[src/displayPkg.sv]
// shared display types and palette, imported by every module of the ball display
package displayPkg;

    // ------------------------------------------------------------------------
    // widths
    // ------------------------------------------------------------------------

    // screen coordinate wide enough for a full 800 x 525 raster
    localparam int coordW = 10;

    // angle index with 64 steps per full turn
    localparam int angleW = 6;

    // ------------------------------------------------------------------------
    // structs
    // ------------------------------------------------------------------------

    // one raster position plus the active-area flag
    typedef struct packed {
        logic [coordW-1:0] x;
        logic [coordW-1:0] y;
        // high inside the visible area
        logic              displayOn;
    } pixelT;

    // 24-bit colour with one byte per channel
    typedef struct packed {
        logic [7:0] red;
        logic [7:0] green;
        logic [7:0] blue;
    } rgbT;

    // ball centre and direction of travel
    typedef struct packed {
        logic [coordW-1:0] x;
        logic [coordW-1:0] y;
        // set when moving toward smaller x
        logic              xNeg;
        // set when moving toward smaller y
        logic              yNeg;
    } ballT;

    // rotation coefficients scaled so that full scale is 127
    typedef struct packed {
        logic signed [7:0] sin;
        logic signed [7:0] cos;
    } trigT;

    // ------------------------------------------------------------------------
    // palette
    // ------------------------------------------------------------------------

    // orange for the plain square
    localparam rgbT ball1Color = '{red: 8'hff, green: 8'hbb, blue: 8'h00};
    // red for the rotating square
    localparam rgbT ball2Color = '{red: 8'hff, green: 8'h00, blue: 8'h00};
    // mid grey behind the balls
    localparam rgbT backColor  = '{red: 8'h55, green: 8'h55, blue: 8'h55};
    // outside the active area the monitor expects black
    localparam rgbT blankColor = '{red: 8'h00, green: 8'h00, blue: 8'h00};

endpackage
[src/ballDisplay.sv]
// display top level joining raster timing, ball motion, rotation angle and colour mapping
module ballDisplay
    import displayPkg::*;
#(
    parameter int hActive = 640,
    parameter int hFront  = 16,
    parameter int hSync   = 96,
    parameter int hBack   = 48,
    parameter int vActive = 480,
    parameter int vFront  = 10,
    parameter int vSync   = 2,
    parameter int vBack   = 33,
    parameter int ball1X0 = 320,
    parameter int ball1Y0 = 240,
    parameter int ball2X0 = 200,
    parameter int ball2Y0 = 150
)
(
    input  logic              clk,
    input  logic              reset,
    input  logic              run,
    input  logic [coordW-1:0] ballSize,
    output rgbT               rgb,
    output pixelT             pixelOut,
    output logic              hSyncN,
    output logic              vSyncN
);

    // raster position and syncs before the colour stage
    pixelT pixel;
    logic  hSyncRaw;
    logic  vSyncRaw;
    logic  frameTick;
    ballT  ball1;
    ballT  ball2;
    trigT  trig;

    vgaTiming #(
        .hActive(hActive), .hFront(hFront), .hSync(hSync), .hBack(hBack),
        .vActive(vActive), .vFront(vFront), .vSync(vSync), .vBack(vBack)
    ) i_vgaTiming (
        .clk(clk), .reset(reset), .pixel(pixel),
        .hSyncN(hSyncRaw), .vSyncN(vSyncRaw), .frameTick(frameTick)
    );

    // motion only needs the visible extent for its bounce test
    ballMotion #(
        .hActive(hActive), .vActive(vActive),
        .ball1X0(ball1X0), .ball1Y0(ball1Y0), .ball2X0(ball2X0), .ball2Y0(ball2Y0)
    ) i_ballMotion (
        .clk(clk), .reset(reset), .frameTick(frameTick), .run(run),
        .ballSize(ballSize), .ball1(ball1), .ball2(ball2)
    );

    sinCosTable i_sinCosTable (
        .clk(clk), .reset(reset), .frameTick(frameTick), .run(run), .trig(trig)
    );

    colorMapper i_colorMapper (
        .clk(clk), .reset(reset), .pixel(pixel), .hSyncIn(hSyncRaw), .vSyncIn(vSyncRaw),
        .ball1(ball1), .ball2(ball2), .trig(trig), .ballSize(ballSize),
        .rgb(rgb), .pixelOut(pixelOut), .hSyncN(hSyncN), .vSyncN(vSyncN)
    );

endmodule

[src/colorMapper.sv]
// per-pixel colour from both ball hit tests, registered with the pixel and syncs
module colorMapper
    import displayPkg::*;
(
    input  logic              clk,
    input  logic              reset,
    input  pixelT             pixel,
    input  logic              hSyncIn,
    input  logic              vSyncIn,
    input  ballT              ball1,
    input  ballT              ball2,
    input  trigT              trig,
    input  logic [coordW-1:0] ballSize,
    output rgbT               rgb,
    output pixelT             pixelOut,
    output logic              hSyncN,
    output logic              vSyncN
);

    // offsets carry one sign bit above the coordinate
    localparam int offW  = coordW + 1;
    // product of an offset and an 8-bit coefficient
    localparam int prodW = offW + 8;
    // sum of two products
    localparam int sumW  = prodW + 1;

    logic signed [offW-1:0]  sizeS;
    logic signed [offW-1:0]  dx1;
    logic signed [offW-1:0]  dy1;
    logic signed [offW-1:0]  dx2;
    logic signed [offW-1:0]  dy2;
    logic signed [7:0]       sinV;
    logic signed [7:0]       cosV;
    logic signed [prodW-1:0] dxCos;
    logic signed [prodW-1:0] dySin;
    logic signed [prodW-1:0] dyCos;
    logic signed [prodW-1:0] dxSin;
    logic signed [sumW-1:0]  rx;
    logic signed [sumW-1:0]  ry;
    logic signed [sumW-1:0]  absRx;
    logic signed [sumW-1:0]  absRy;
    logic signed [sumW-1:0]  sizeWide;
    logic                    ball1On;
    logic                    ball2On;
    rgbT                     rgbNext;

    // ------------------------------------------------------------------------
    // ball 1 is a plain square around its centre
    // ------------------------------------------------------------------------
    always_comb
    begin
        sizeS   = $signed({1'b0, ballSize});
        dx1     = $signed({1'b0, pixel.x}) - $signed({1'b0, ball1.x});
        dy1     = $signed({1'b0, pixel.y}) - $signed({1'b0, ball1.y});
        ball1On = (dx1 >= -sizeS) && (dx1 <= sizeS) && (dy1 >= -sizeS) && (dy1 <= sizeS);
    end

    // ------------------------------------------------------------------------
    // ball 2 offset rotated back into the square's own frame
    // ------------------------------------------------------------------------
    always_comb
    begin
        sinV  = trig.sin;
        cosV  = trig.cos;
        dx2   = $signed({1'b0, pixel.x}) - $signed({1'b0, ball2.x});
        dy2   = $signed({1'b0, pixel.y}) - $signed({1'b0, ball2.y});
        // both operands sign-extended to the product width
        dxCos = prodW'(dx2) * prodW'(cosV);
        dySin = prodW'(dy2) * prodW'(sinV);
        dyCos = prodW'(dy2) * prodW'(cosV);
        dxSin = prodW'(dx2) * prodW'(sinV);
        // drop the 127 scale while the shift keeps the sign
        rx    = (sumW'(dxCos) + sumW'(dySin)) >>> 7;
        ry    = (sumW'(dyCos) - sumW'(dxSin)) >>> 7;
        absRx = rx[sumW-1] ? -rx : rx;
        absRy = ry[sumW-1] ? -ry : ry;
        sizeWide = $signed({{(sumW - coordW){1'b0}}, ballSize});
        ball2On  = (absRx <= sizeWide) && (absRy <= sizeWide);
    end

    // ------------------------------------------------------------------------
    // priority puts blanking first then ball 1 over ball 2
    // ------------------------------------------------------------------------
    always_comb
    begin
        if (!pixel.displayOn)
        begin
            rgbNext = blankColor;
        end
        else if (ball1On)
        begin
            rgbNext = ball1Color;
        end
        else if (ball2On)
        begin
            rgbNext = ball2Color;
        end
        else
        begin
            rgbNext = backColor;
        end
    end

    // colour, position and syncs leave together
    always_ff @(posedge clk)
    begin
        if (reset)
        begin
            rgb      <= blankColor;
            pixelOut <= '0;
            hSyncN   <= 1'b1;
            vSyncN   <= 1'b1;
        end
        else
        begin
            rgb      <= rgbNext;
            pixelOut <= pixel;
            hSyncN   <= hSyncIn;
            vSyncN   <= vSyncIn;
        end
    end

endmodule

[src/sinCosTable.sv]
// frame-stepped angle and its sine and cosine coefficients for the rotating ball
module sinCosTable
    import displayPkg::*;
(
    input  logic clk,
    input  logic reset,
    input  logic frameTick,
    input  logic run,
    output trigT trig
);

    localparam int steps = 2 ** angleW;
    // cosine leads sine by a quarter turn in angle steps
    localparam logic [angleW-1:0] quarter = angleW'(steps / 4);

    typedef logic signed [7:0] sineTableT [steps];

    // ------------------------------------------------------------------------
    // table built at elaboration as round(127 * sin(2 pi k / 64))
    // ------------------------------------------------------------------------
    function automatic sineTableT buildSine();
        sineTableT values;
        real       phase;
        for (int k = 0; k < steps; k++)
        begin
            phase     = 2.0 * 3.141592653589793 * real'(k) / real'(steps);
            // int cast rounds to nearest
            values[k] = 8'(int'(127.0 * $sin(phase)));
        end
        return values;
    endfunction

    localparam sineTableT sineRom = buildSine();

    logic [angleW-1:0] angle;
    logic [angleW-1:0] cosIndex;

    always_ff @(posedge clk)
    begin
        if (reset)
        begin
            angle <= '0;
        end
        else if (frameTick && run)
        begin
            // wraps naturally at 64
            angle <= angle + 1'b1;
        end
    end

    // second read of the same table shifted by a quarter turn
    assign cosIndex = angle + quarter;

    assign trig.sin = sineRom[angle];
    assign trig.cos = sineRom[cosIndex];

endmodule

[src/ballMotion.sv]
// two bouncing ball positions, stepped once per frame while run is high
module ballMotion
    import displayPkg::*;
#(
    parameter int hActive = 640,
    parameter int vActive = 480,
    parameter int ball1X0 = 320,
    parameter int ball1Y0 = 240,
    parameter int ball2X0 = 200,
    parameter int ball2Y0 = 150
)
(
    input  logic              clk,
    input  logic              reset,
    input  logic              frameTick,
    input  logic              run,
    input  logic [coordW-1:0] ballSize,
    output ballT              ball1,
    output ballT              ball2
);

    // last coordinate of the visible area on each axis
    localparam logic [coordW:0] hLimit = (coordW + 1)'(hActive - 1);
    localparam logic [coordW:0] vLimit = (coordW + 1)'(vActive - 1);

    // ------------------------------------------------------------------------
    // per-axis step and bounce returning {direction, position}
    // ------------------------------------------------------------------------
    function automatic logic [coordW:0] stepAxis(
        input logic [coordW-1:0] pos,
        input logic              neg,
        input logic [coordW-1:0] size,
        input logic [coordW:0]   limit
    );
        logic [coordW:0]   reach;
        logic              flip;
        logic              newNeg;
        logic [coordW-1:0] newPos;
        // far edge of the square with one extra bit so it cannot wrap
        reach = {1'b0, pos} + {1'b0, size};
        if (neg)
        begin
            flip = (pos <= size);
        end
        else
        begin
            flip = (reach >= limit);
        end
        newNeg = neg ^ flip;
        // move after the turn so the ball never overshoots the edge
        newPos = newNeg ? pos - 1'b1 : pos + 1'b1;
        return {newNeg, newPos};
    endfunction

    // both axes of one ball
    function automatic ballT stepBall(input ballT b, input logic [coordW-1:0] size);
        logic [coordW:0] xs;
        logic [coordW:0] ys;
        xs = stepAxis(b.x, b.xNeg, size, hLimit);
        ys = stepAxis(b.y, b.yNeg, size, vLimit);
        return '{x: xs[coordW-1:0], y: ys[coordW-1:0], xNeg: xs[coordW], yNeg: ys[coordW]};
    endfunction

    // ------------------------------------------------------------------------
    // state registers
    // ------------------------------------------------------------------------
    always_ff @(posedge clk)
    begin
        if (reset)
        begin
            // ball 1 heads down and right
            ball1 <= '{x: coordW'(ball1X0), y: coordW'(ball1Y0), xNeg: 1'b0, yNeg: 1'b0};
            // ball 2 heads up and left
            ball2 <= '{x: coordW'(ball2X0), y: coordW'(ball2Y0), xNeg: 1'b1, yNeg: 1'b1};
        end
        else if (frameTick && run)
        begin
            // tick sits in vertical blanking so no frame sees a half update
            ball1 <= stepBall(ball1, ballSize);
            ball2 <= stepBall(ball2, ballSize);
        end
    end

endmodule

[src/vgaTiming.sv]
// raster generator giving pixel position, active flag, sync pulses and a frame pulse
module vgaTiming
    import displayPkg::*;
#(
    parameter int hActive = 640,
    parameter int hFront  = 16,
    parameter int hSync   = 96,
    parameter int hBack   = 48,
    parameter int vActive = 480,
    parameter int vFront  = 10,
    parameter int vSync   = 2,
    parameter int vBack   = 33
)
(
    input  logic  clk,
    input  logic  reset,
    output pixelT pixel,
    output logic  hSyncN,
    output logic  vSyncN,
    output logic  frameTick
);

    // full line and frame lengths including blanking
    localparam int hTotal     = hActive + hFront + hSync + hBack;
    localparam int vTotal     = vActive + vFront + vSync + vBack;
    localparam int hSyncStart = hActive + hFront;
    localparam int vSyncStart = vActive + vFront;

    logic [coordW-1:0] hCount;
    logic [coordW-1:0] vCount;
    logic [coordW-1:0] hNext;
    logic [coordW-1:0] vNext;
    logic              lineEnd;
    logic              displayOn;
    logic              onNext;
    logic              hSyncNext;
    logic              vSyncNext;
    logic              tickNext;

    // ------------------------------------------------------------------------
    // counter stepping
    // ------------------------------------------------------------------------
    always_comb
    begin
        lineEnd = (hCount == coordW'(hTotal - 1));
        hNext   = lineEnd ? '0 : hCount + 1'b1;
        // vertical counter only moves at the end of a line
        if (!lineEnd)
        begin
            vNext = vCount;
        end
        else if (vCount == coordW'(vTotal - 1))
        begin
            vNext = '0;
        end
        else
        begin
            vNext = vCount + 1'b1;
        end
        // decode from the next position so flags line up with the counters
        onNext    = (hNext < coordW'(hActive)) && (vNext < coordW'(vActive));
        hSyncNext = !((hNext >= coordW'(hSyncStart)) &&
                      (hNext < coordW'(hSyncStart + hSync)));
        vSyncNext = !((vNext >= coordW'(vSyncStart)) &&
                      (vNext < coordW'(vSyncStart + vSync)));
        // first pixel of the first blank line
        tickNext  = (hNext == '0) && (vNext == coordW'(vActive));
    end

    always_ff @(posedge clk)
    begin
        if (reset)
        begin
            hCount    <= '0;
            vCount    <= '0;
            displayOn <= 1'b1;
            hSyncN    <= 1'b1;
            vSyncN    <= 1'b1;
            frameTick <= 1'b0;
        end
        else
        begin
            hCount    <= hNext;
            vCount    <= vNext;
            displayOn <= onNext;
            hSyncN    <= hSyncNext;
            vSyncN    <= vSyncNext;
            frameTick <= tickNext;
        end
    end

    assign pixel = '{x: hCount, y: vCount, displayOn: displayOn};

endmodule

[config.mk]
export PLATFORM = sky130hd
export DESIGN_NAME = ballDisplay
export DESIGN_NICKNAME = d
export VERILOG_FILES = /design/src/displayPkg.sv /design/src/ballDisplay.sv /design/src/colorMapper.sv /design/src/sinCosTable.sv /design/src/ballMotion.sv /design/src/vgaTiming.sv
export SDC_FILE = /design/constraint.sdc
export NUM_CORES = 2
export LEC_CHECK = 0
export BUFFER_PORTS_ARGS = -buffer_cell sky130_fd_sc_hd__buf_2
export CORE_MARGIN = 5
export CORE_UTILIZATION = 48
export DETAILED_ROUTE_END_ITERATION = 8
export PLACE_DENSITY = 0.61
export SLEW_MARGIN = 5
export SYNTH_ARGS = -nofsm -noshare
export SYNTH_HDL_FRONTEND = slang
export SYNTH_SLANG_ARGS = --single-unit
[constraint.sdc]
create_clock -name clk -period 22.3 [get_ports clk]
set_input_delay 4.46 -clock clk [delete_from_list [all_inputs] [get_ports clk]]
set_output_delay 4.46 -clock clk [all_outputs]
set_load 0.02 [all_outputs]
---- After elaboration in Yosys (flattened, before gate mapping) ----
Memory sizes are Yosys's and may differ from the RTL's.
Cells that the tools add are included.
cells by class
  add/sub/neg operators ................... 25
  $mul .................................... 4
  divide/modulo/power cells ............... 0
  magnitude comparators ................... 22
  eq/ne operators ......................... 3
  shift operators ......................... 0
  muxes and demuxes ....................... 27
  bitwise gates (word level) .............. 7
  reductions and logical operators ........ 14
operators by type and width
  kind                                                         number
  multiplier 11 x 8 -> 19 bit                                  4
  two-way mux 10 bit                                           7
  adder 10 x 1 -> 10 bit, second input constant                6
  two-way mux 24 bit                                           2
  adder 10 x 10 -> 11 bit                                      4
  subtractor 10 x 10 -> 11 bit                                 4
  less-or-equal comparator 10 bit                              4
  less-or-equal comparator 20 x 11 -> 1 bit                    2
  two-way mux 20 bit                                           2
  negation 13 -> 20 bit                                        2
  subtractor 10 x 1 -> 10 bit, second input constant           4
  two-way mux 8 bit                                            4
  >= comparator 11 x 10 -> 1 bit, second input constant        2
  >= comparator 11 bit                                         2
  >= comparator 11 x 9 -> 1 bit, second input constant         2
  less-or-equal comparator 11 bit                              2
  adder 19 x 19 -> 20 bit                                      1
  equality test 10 bit, second input constant                  2
  less-than comparator 10 bit, second input constant           2
  less-than comparator 10 x 9 -> 1 bit, second input constant  2
  subtractor 19 x 19 -> 20 bit                                 1
  >= comparator 7 bit, second input constant                   2
  inverter 6 -> 7 bit                                          2
  two-way mux 1 bit                                            12
  13 further kinds                                             25
storage, ports and cells
  bits in registers ....................... 121
  bits in latches ......................... 0
  RAM bits ................................ 0
  ROM bits ................................ 1024
  input port bits ......................... 13
  output and inout bits ................... 47
  word-level logic and storage cells ...... 128
  memories ................................ 2
memory list
  memory           words  width  rd ports  clocked after Yosys merged registers in  write ports  RTL line           text
  (no name shown)  64     8      1         0                                        0            sinCosTable.sv:54  assign trig.sin = sineRom[angle];
  (no name shown)  64     8      1         0                                        0            sinCosTable.sv:55  assign trig.cos = sineRom[cosIndex];

---- Depth between registers and ports, before layout ----
  depth in word-level cells ............... 13
  depth in mapped cells ................... 51
  gate-level depth less buffers ........... 47

---- By module ----
Synthesis repeated with hierarchy kept, for this count alone.
second synthesis, totals
  cell total of the unflattened synthesis .. 3240
  area total of the unflattened synthesis .. 27107.2 um^2
by module, submodules not included
  module       instances  cells each  area an instance (um^2)  sequential area each (um^2)
  colorMapper  1          2168        18700.4                  560.5
  ballMotion   1          701         5552.8                   880.8
  vgaTiming    1          185         1482.7                   480.5
  sinCosTable  1          186         1371.3                   120.1

---- Worst setup path before layout ----
No wires, ideal clock.
  path kind ............................... register -> register
  start point ............................. register i_vgaTiming.vCount[0]
  end point ............................... register, netlist name i_colorMapper.rgb[12]
  library setup time ...................... 126 ps
  arrival time ............................ 9967 ps
  required time ........................... 22174 ps
  setup slack ............................. 12207 ps
  stages on the path, launching flop included .. 46
  buffers on the path ..................... 3
  clock period less this slack ............ 10093 ps
  cell sequence ........................... dfxtp_1 -> clkbuf_1 -> inv_1 -> ha_1 -> fa_1 -> nor2b_1 -> o21ai_0 -> nand2b_1 -> a21o_1 -> a21o_1 -> a21o_1 -> a21o_1 -> and2_1 -> o21ai_0 -> nand2b_1 -> clkbuf_1 -> nor2_1 -> fa_1 -> [10 not listed] -> o21bai_1 -> a22o_1 -> a211oi_1 -> xnor2_1 -> clkbuf_1 -> o21ai_0 -> ha_1 -> nor2b_1 -> o21ai_0 -> nand2b_1 -> a21oi_1 -> o21ai_0 -> a31oi_1 -> o21a_1 -> o22a_1 -> o311ai_1 -> a211oi_2 -> a21oi_1
between the ends
  word-level cells in the longest chain between the ends .. 9
  elaborated cells on any way between the ends .. 19
  those cells by class .................... add/sub: 6; mul: 2; order compare: 4; mux: 4; reduce/logical: 3
ends and longest elaborated chain
  what                                                                     RTL line                              text
  start, declared                                                          vgaTiming.sv:30                       logic [coordW-1:0] vCount;
  start signal, assigned                                                   vgaTiming.sv:84                       vCount <= vNext;
  subtractor 10 x 10 -> 11 bit                                             colorMapper.sv:66                     dy2 = $signed({1'b0, pixel.y}) - $signed({1'b0, ball2.y});
  multiplier 11 x 8 -> 19 bit (on tied branches)                           colorMapper.sv:69, colorMapper.sv:70
  adder 19 x 19 -> 20 bit or subtractor 19 x 19 -> 20 bit (tied branches)  colorMapper.sv:73, colorMapper.sv:74
  negation 13 -> 20 bit (on tied branches)                                 colorMapper.sv:75, colorMapper.sv:76
  two-way mux 20 bit (on tied branches)                                    colorMapper.sv:75, colorMapper.sv:76
  less-or-equal comparator 20 x 11 -> 1 bit                                colorMapper.sv:78                     ball2On = (absRx <= sizeWide) && (absRy <= sizeWide);
  logical AND 1 bit                                                        colorMapper.sv:78
  two-way mux 24 bit                                                       colorMapper.sv:94                     else if (ball2On)
  two-way mux 24 bit (*)                                                   colorMapper.sv:90                     else if (ball1On)
Every way passes the cells marked *; elsewhere a longest branch is shown, timed or not.
A chain may end at the register's enable or synchronous reset.

---- Final worst setup path ----
  start point ............................. register i_vgaTiming.vCount[0]
  end point ............................... register, netlist name i_colorMapper.rgb[12]
between the ends
  word-level cells in the longest chain between the ends .. 9
  elaborated cells on any way between the ends .. 19
  those cells by class .................... add/sub: 6; mul: 2; order compare: 4; mux: 4; reduce/logical: 3
ends and longest elaborated chain
  what                                                                     RTL line
  subtractor 10 x 10 -> 11 bit                                             colorMapper.sv:66
  multiplier 11 x 8 -> 19 bit (on tied branches)                           colorMapper.sv:69, colorMapper.sv:70
  adder 19 x 19 -> 20 bit or subtractor 19 x 19 -> 20 bit (tied branches)  colorMapper.sv:73, colorMapper.sv:74
  negation 13 -> 20 bit (on tied branches)                                 colorMapper.sv:75, colorMapper.sv:76
  two-way mux 20 bit (on tied branches)                                    colorMapper.sv:75, colorMapper.sv:76
  less-or-equal comparator 20 x 11 -> 1 bit                                colorMapper.sv:78
  logical AND 1 bit                                                        colorMapper.sv:78
  two-way mux 24 bit                                                       colorMapper.sv:94
  two-way mux 24 bit (*)                                                   colorMapper.sv:90
Marks and branches as above.

==> impl_metrics.tcl <==
set metrics [dict create \
    cp_num_cells 43 \
    wire_per_inst_um 20.5 \
    dp_hpwl_mm 65.1 \
    criticalPathCategory "reg -> reg" \
    wl_mm 80.7 \
    worst_slew_pin_slew_ps 1120 \
    cp-end-kind "flop" \
    num_rows 85 \
    worstHoldPathType "reg -> reg" \
    critPathMaxFanout 13 \
    ys_top_cells_by_area "fa_1 (28%), ha_1 (16%), dfxtp_1 (7.8%)" \
    synth_area_sq_um 26300 \
    hold_buffers 0 \
    vias 22400 \
    syn_area_per_cell_sq_um 8.19 \
    clkSlewWorstSetupHoldPaths_ps 80 \
    slowest_delay_ps 880 \
    report.final.slew_viol_count 0 \
    gp_congestion 0.939 \
    synth_cells 3216 \
    p_leak_nw 13.4 \
    reg2reg_from "i_vgaTiming.vCount[0]" \
    min_period_ps 11380 \
    maxCapViolCount 0 \
    synthArstFlopShare_pct 0 \
    fin_skew_ps 11.8 \
    drt_first_iter_violations 1834 \
    drt_first_pass_iters 7 \
    slew_headroom_pct 24.8 \
    start_util_pct 48.7 \
    drc 0 \
    grt_max_degree 52 \
    cts_resized 0 \
    die_w_um 244 \
    rsz0062_at_grt "false" \
    antenna_found_initial 1 \
    cts_setup_buffers 0 \
    tritoncts "done" \
    synthMostInstantiatedCell "inv_1" \
    cts_inserted_buffers 9 \
    holdWs_ps 411 \
    grt_pass1_vias 22600 \
    fin_tns_setup_ps 0 \
    clock-sinks 102 \
    synth-seq-cells 102 \
    synthToLayoutAreaGrowth_pct 5.24 \
    cts_root_buf "clkbuf_16" \
    path_buf_inv 3 \
    ys.flop_type "dfxtp_1" \
    grt_pass1_wl_mm 127 \
    die_area_sq_um 59700 \
    worstPathRequired_ps 22560 \
    critPathLaunch "i_vgaTiming.vCount[0]" \
    clk_path_buf_depth 2 \
    ant_nets 0 \
    synth_seq_area_share_pct 7.75 \
    coreArea_sq_um 54100 \
    critical_path.top_delay_family "adder cells" \
    worst_skew_pair.late_latency_ps 390 \
    via_per_inst 5.69 \
    cp_common_cell "fa_1" \
    die_y_um 244 \
    drive_above_1_share_pct 5.64 \
    start_kind "flop" \
    yosys_warnings 0 \
    r2r_end "i_colorMapper.rgb[12]" \
    synth_top_area_share_pct 28.4 \
    synth_edf_count 0 \
    yosysUniqueCellTypes 95 \
    r2r_cells 43 \
    setup_viol 0 \
    port_buffers 55 \
    overflow 0 \
    yosysTopAreaCell "fa_1" \
    synthTopCellsByCount "inv_1 (543), fa_1 (374), nor2_1 (373), ha_1 (346), nand2_1 (281)" \
    power_density_nw_per_um2 40.9 \
    slowest_stage "nor2_1" \
    nNetsFinal 3957 \
    ios 60 \
    fin_crit_sh_pct 51.0 \
    endpoint "i_colorMapper.rgb[12]" \
    h-tree-depth 3 \
    outcome "finished clean" \
    worstPathArrival_ps 11640 \
    track_usage_pct 26.9 \
    vdd_ir_drop_max_mv 0.0936 \
    r2r_setup_slack_ps 10920 \
    hold_viol_final 0 \
    max_freq_mhz 87.9 \
]
==> how the worst min path moves through the flow <==
stage | start | endpoint | slack [ps] | depth (start not counted)
2_1_floorplan | i_vgaTiming.hSyncN | i_colorMapper.hSyncN | 390 | 1
3_3_place_gp | i_vgaTiming.hSyncN | i_colorMapper.hSyncN | 390 | 1
3_5_place_dp | i_vgaTiming.hSyncN | i_colorMapper.hSyncN | 400 | 1
4_1_cts | i_vgaTiming.hSyncN | i_colorMapper.hSyncN | 410 | 1
5_1_grt | i_vgaTiming.hSyncN | i_colorMapper.hSyncN | 440 | 1
6_report | i_vgaTiming.hSyncN | i_colorMapper.hSyncN | 410 | 1
==> layer usage <==
metal,vias to the layer above,track usage [%],wire length (um)
li1,10400,-,-
met1,11100,37.1,35700
met5,-,0,0
met3,143,6.31,6460
met4,0,7.30,2440
met2,746,42.9,36000
==> final cells by class <==
class | count | area (sq um)
clock buffer | 9 | 225
multi-input combinational | 2457 | 21800
inverter | 544 | 2040
antenna | 2 | 5.00
clock inverter | 7 | 61.3
fill | 5197 | 26400
timing repair buffer | 110 | 688
sequential | 102 | 2040
tap | 696 | 871
==> cells in the final DEF (no fill, tap or decap), types with 23 or more instances in the layout <==
| cell type | synthesis | final |
|---|---|---|
| a211oi_1 | 24 | 24 |
| buf_2 | 3 | 55 |
| nand3_1 | 42 | 42 |
| buf_4 | 19 | 55 |
| or3_1 | 23 | 23 |
| nand2_1 | 281 | 280 |
| o21a_1 | 25 | 25 |
| dfxtp_1 | 102 | 102 |
| nor2_1 | 373 | 373 |
| nor3_1 | 45 | 45 |
| nand2b_1 | 58 | 58 |
| nor2b_1 | 51 | 51 |
| fa_1 | 374 | 374 |
| nand4_1 | 25 | 25 |
| inv_1 | 543 | 543 |
| ha_1 | 346 | 346 |
| a21o_1 | 58 | 58 |
| xor2_1 | 50 | 50 |
| o21ai_0 | 89 | 89 |
| xnor2_1 | 112 | 108 |
| a21oi_1 | 173 | 171 |
==> stage by stage <==
stage / area, sq um / power, W / cells / utilization [%] / setup slack (ps)
detailed placement: 27400 / 0.000957 / 3909 / 50.7 / 11000
global placement: 27400 / 0.000950 / 3909 / 50.7 / 11190
floorplan: 26400 / 0.000789 / 3219 / - / 12210
finish: 27700 / 0.00113 / 3927 / 51.2 / 10920
global route: 27700 / 0.00124 / 3925 / 51.2 / 10020
CTS: 27700 / 0.00113 / 3925 / 51.2 / 10960
==> report_power, final <==
| group | internal, W | total (W) | switching, W |
|---|---|---|---|
| registers | 0.000186 | 0.000190 | 0.00000490 |
| logic | 0.000320 | 0.000777 | 0.000457 |
| clock network | 0.0000785 | 0.000166 | 0.0000870 |
| total | 0.000584 | 0.00113 | 0.000549 |
==> sequential cells by signal, summed over array words and instances, names as in the netlist <==
name / flops
i_vgaTiming.frameTick: 1
i_colorMapper.rgb: 5
i_vgaTiming.hSyncN: 1
i_colorMapper.pixelOut: 21
i_colorMapper.hSyncN: 1
i_colorMapper.vSyncN: 1
i_vgaTiming.displayOn: 1
i_sinCosTable.angle: 6
i_vgaTiming.vSyncN: 1
i_vgaTiming.vCount: 10
i_ballMotion.ball2: 22
i_ballMotion.ball1: 22
i_vgaTiming.hCount: 10
==> cell families after synthesis <==
family                     Yosys count  synth area share (%)
muxes                               24                 0.997
other                                1                0.0142
buffers and inverters              660                  9.76
xor gates and xnor gates           163                  5.47
and+or+nand+nor                   1019                  18.1
adders and majority gates          720                  44.8
DFF                                102                  7.75
AOI/OAI and AO/OA                  527                  13.1
No activity file was read; power rests on OpenSTA's default activity.
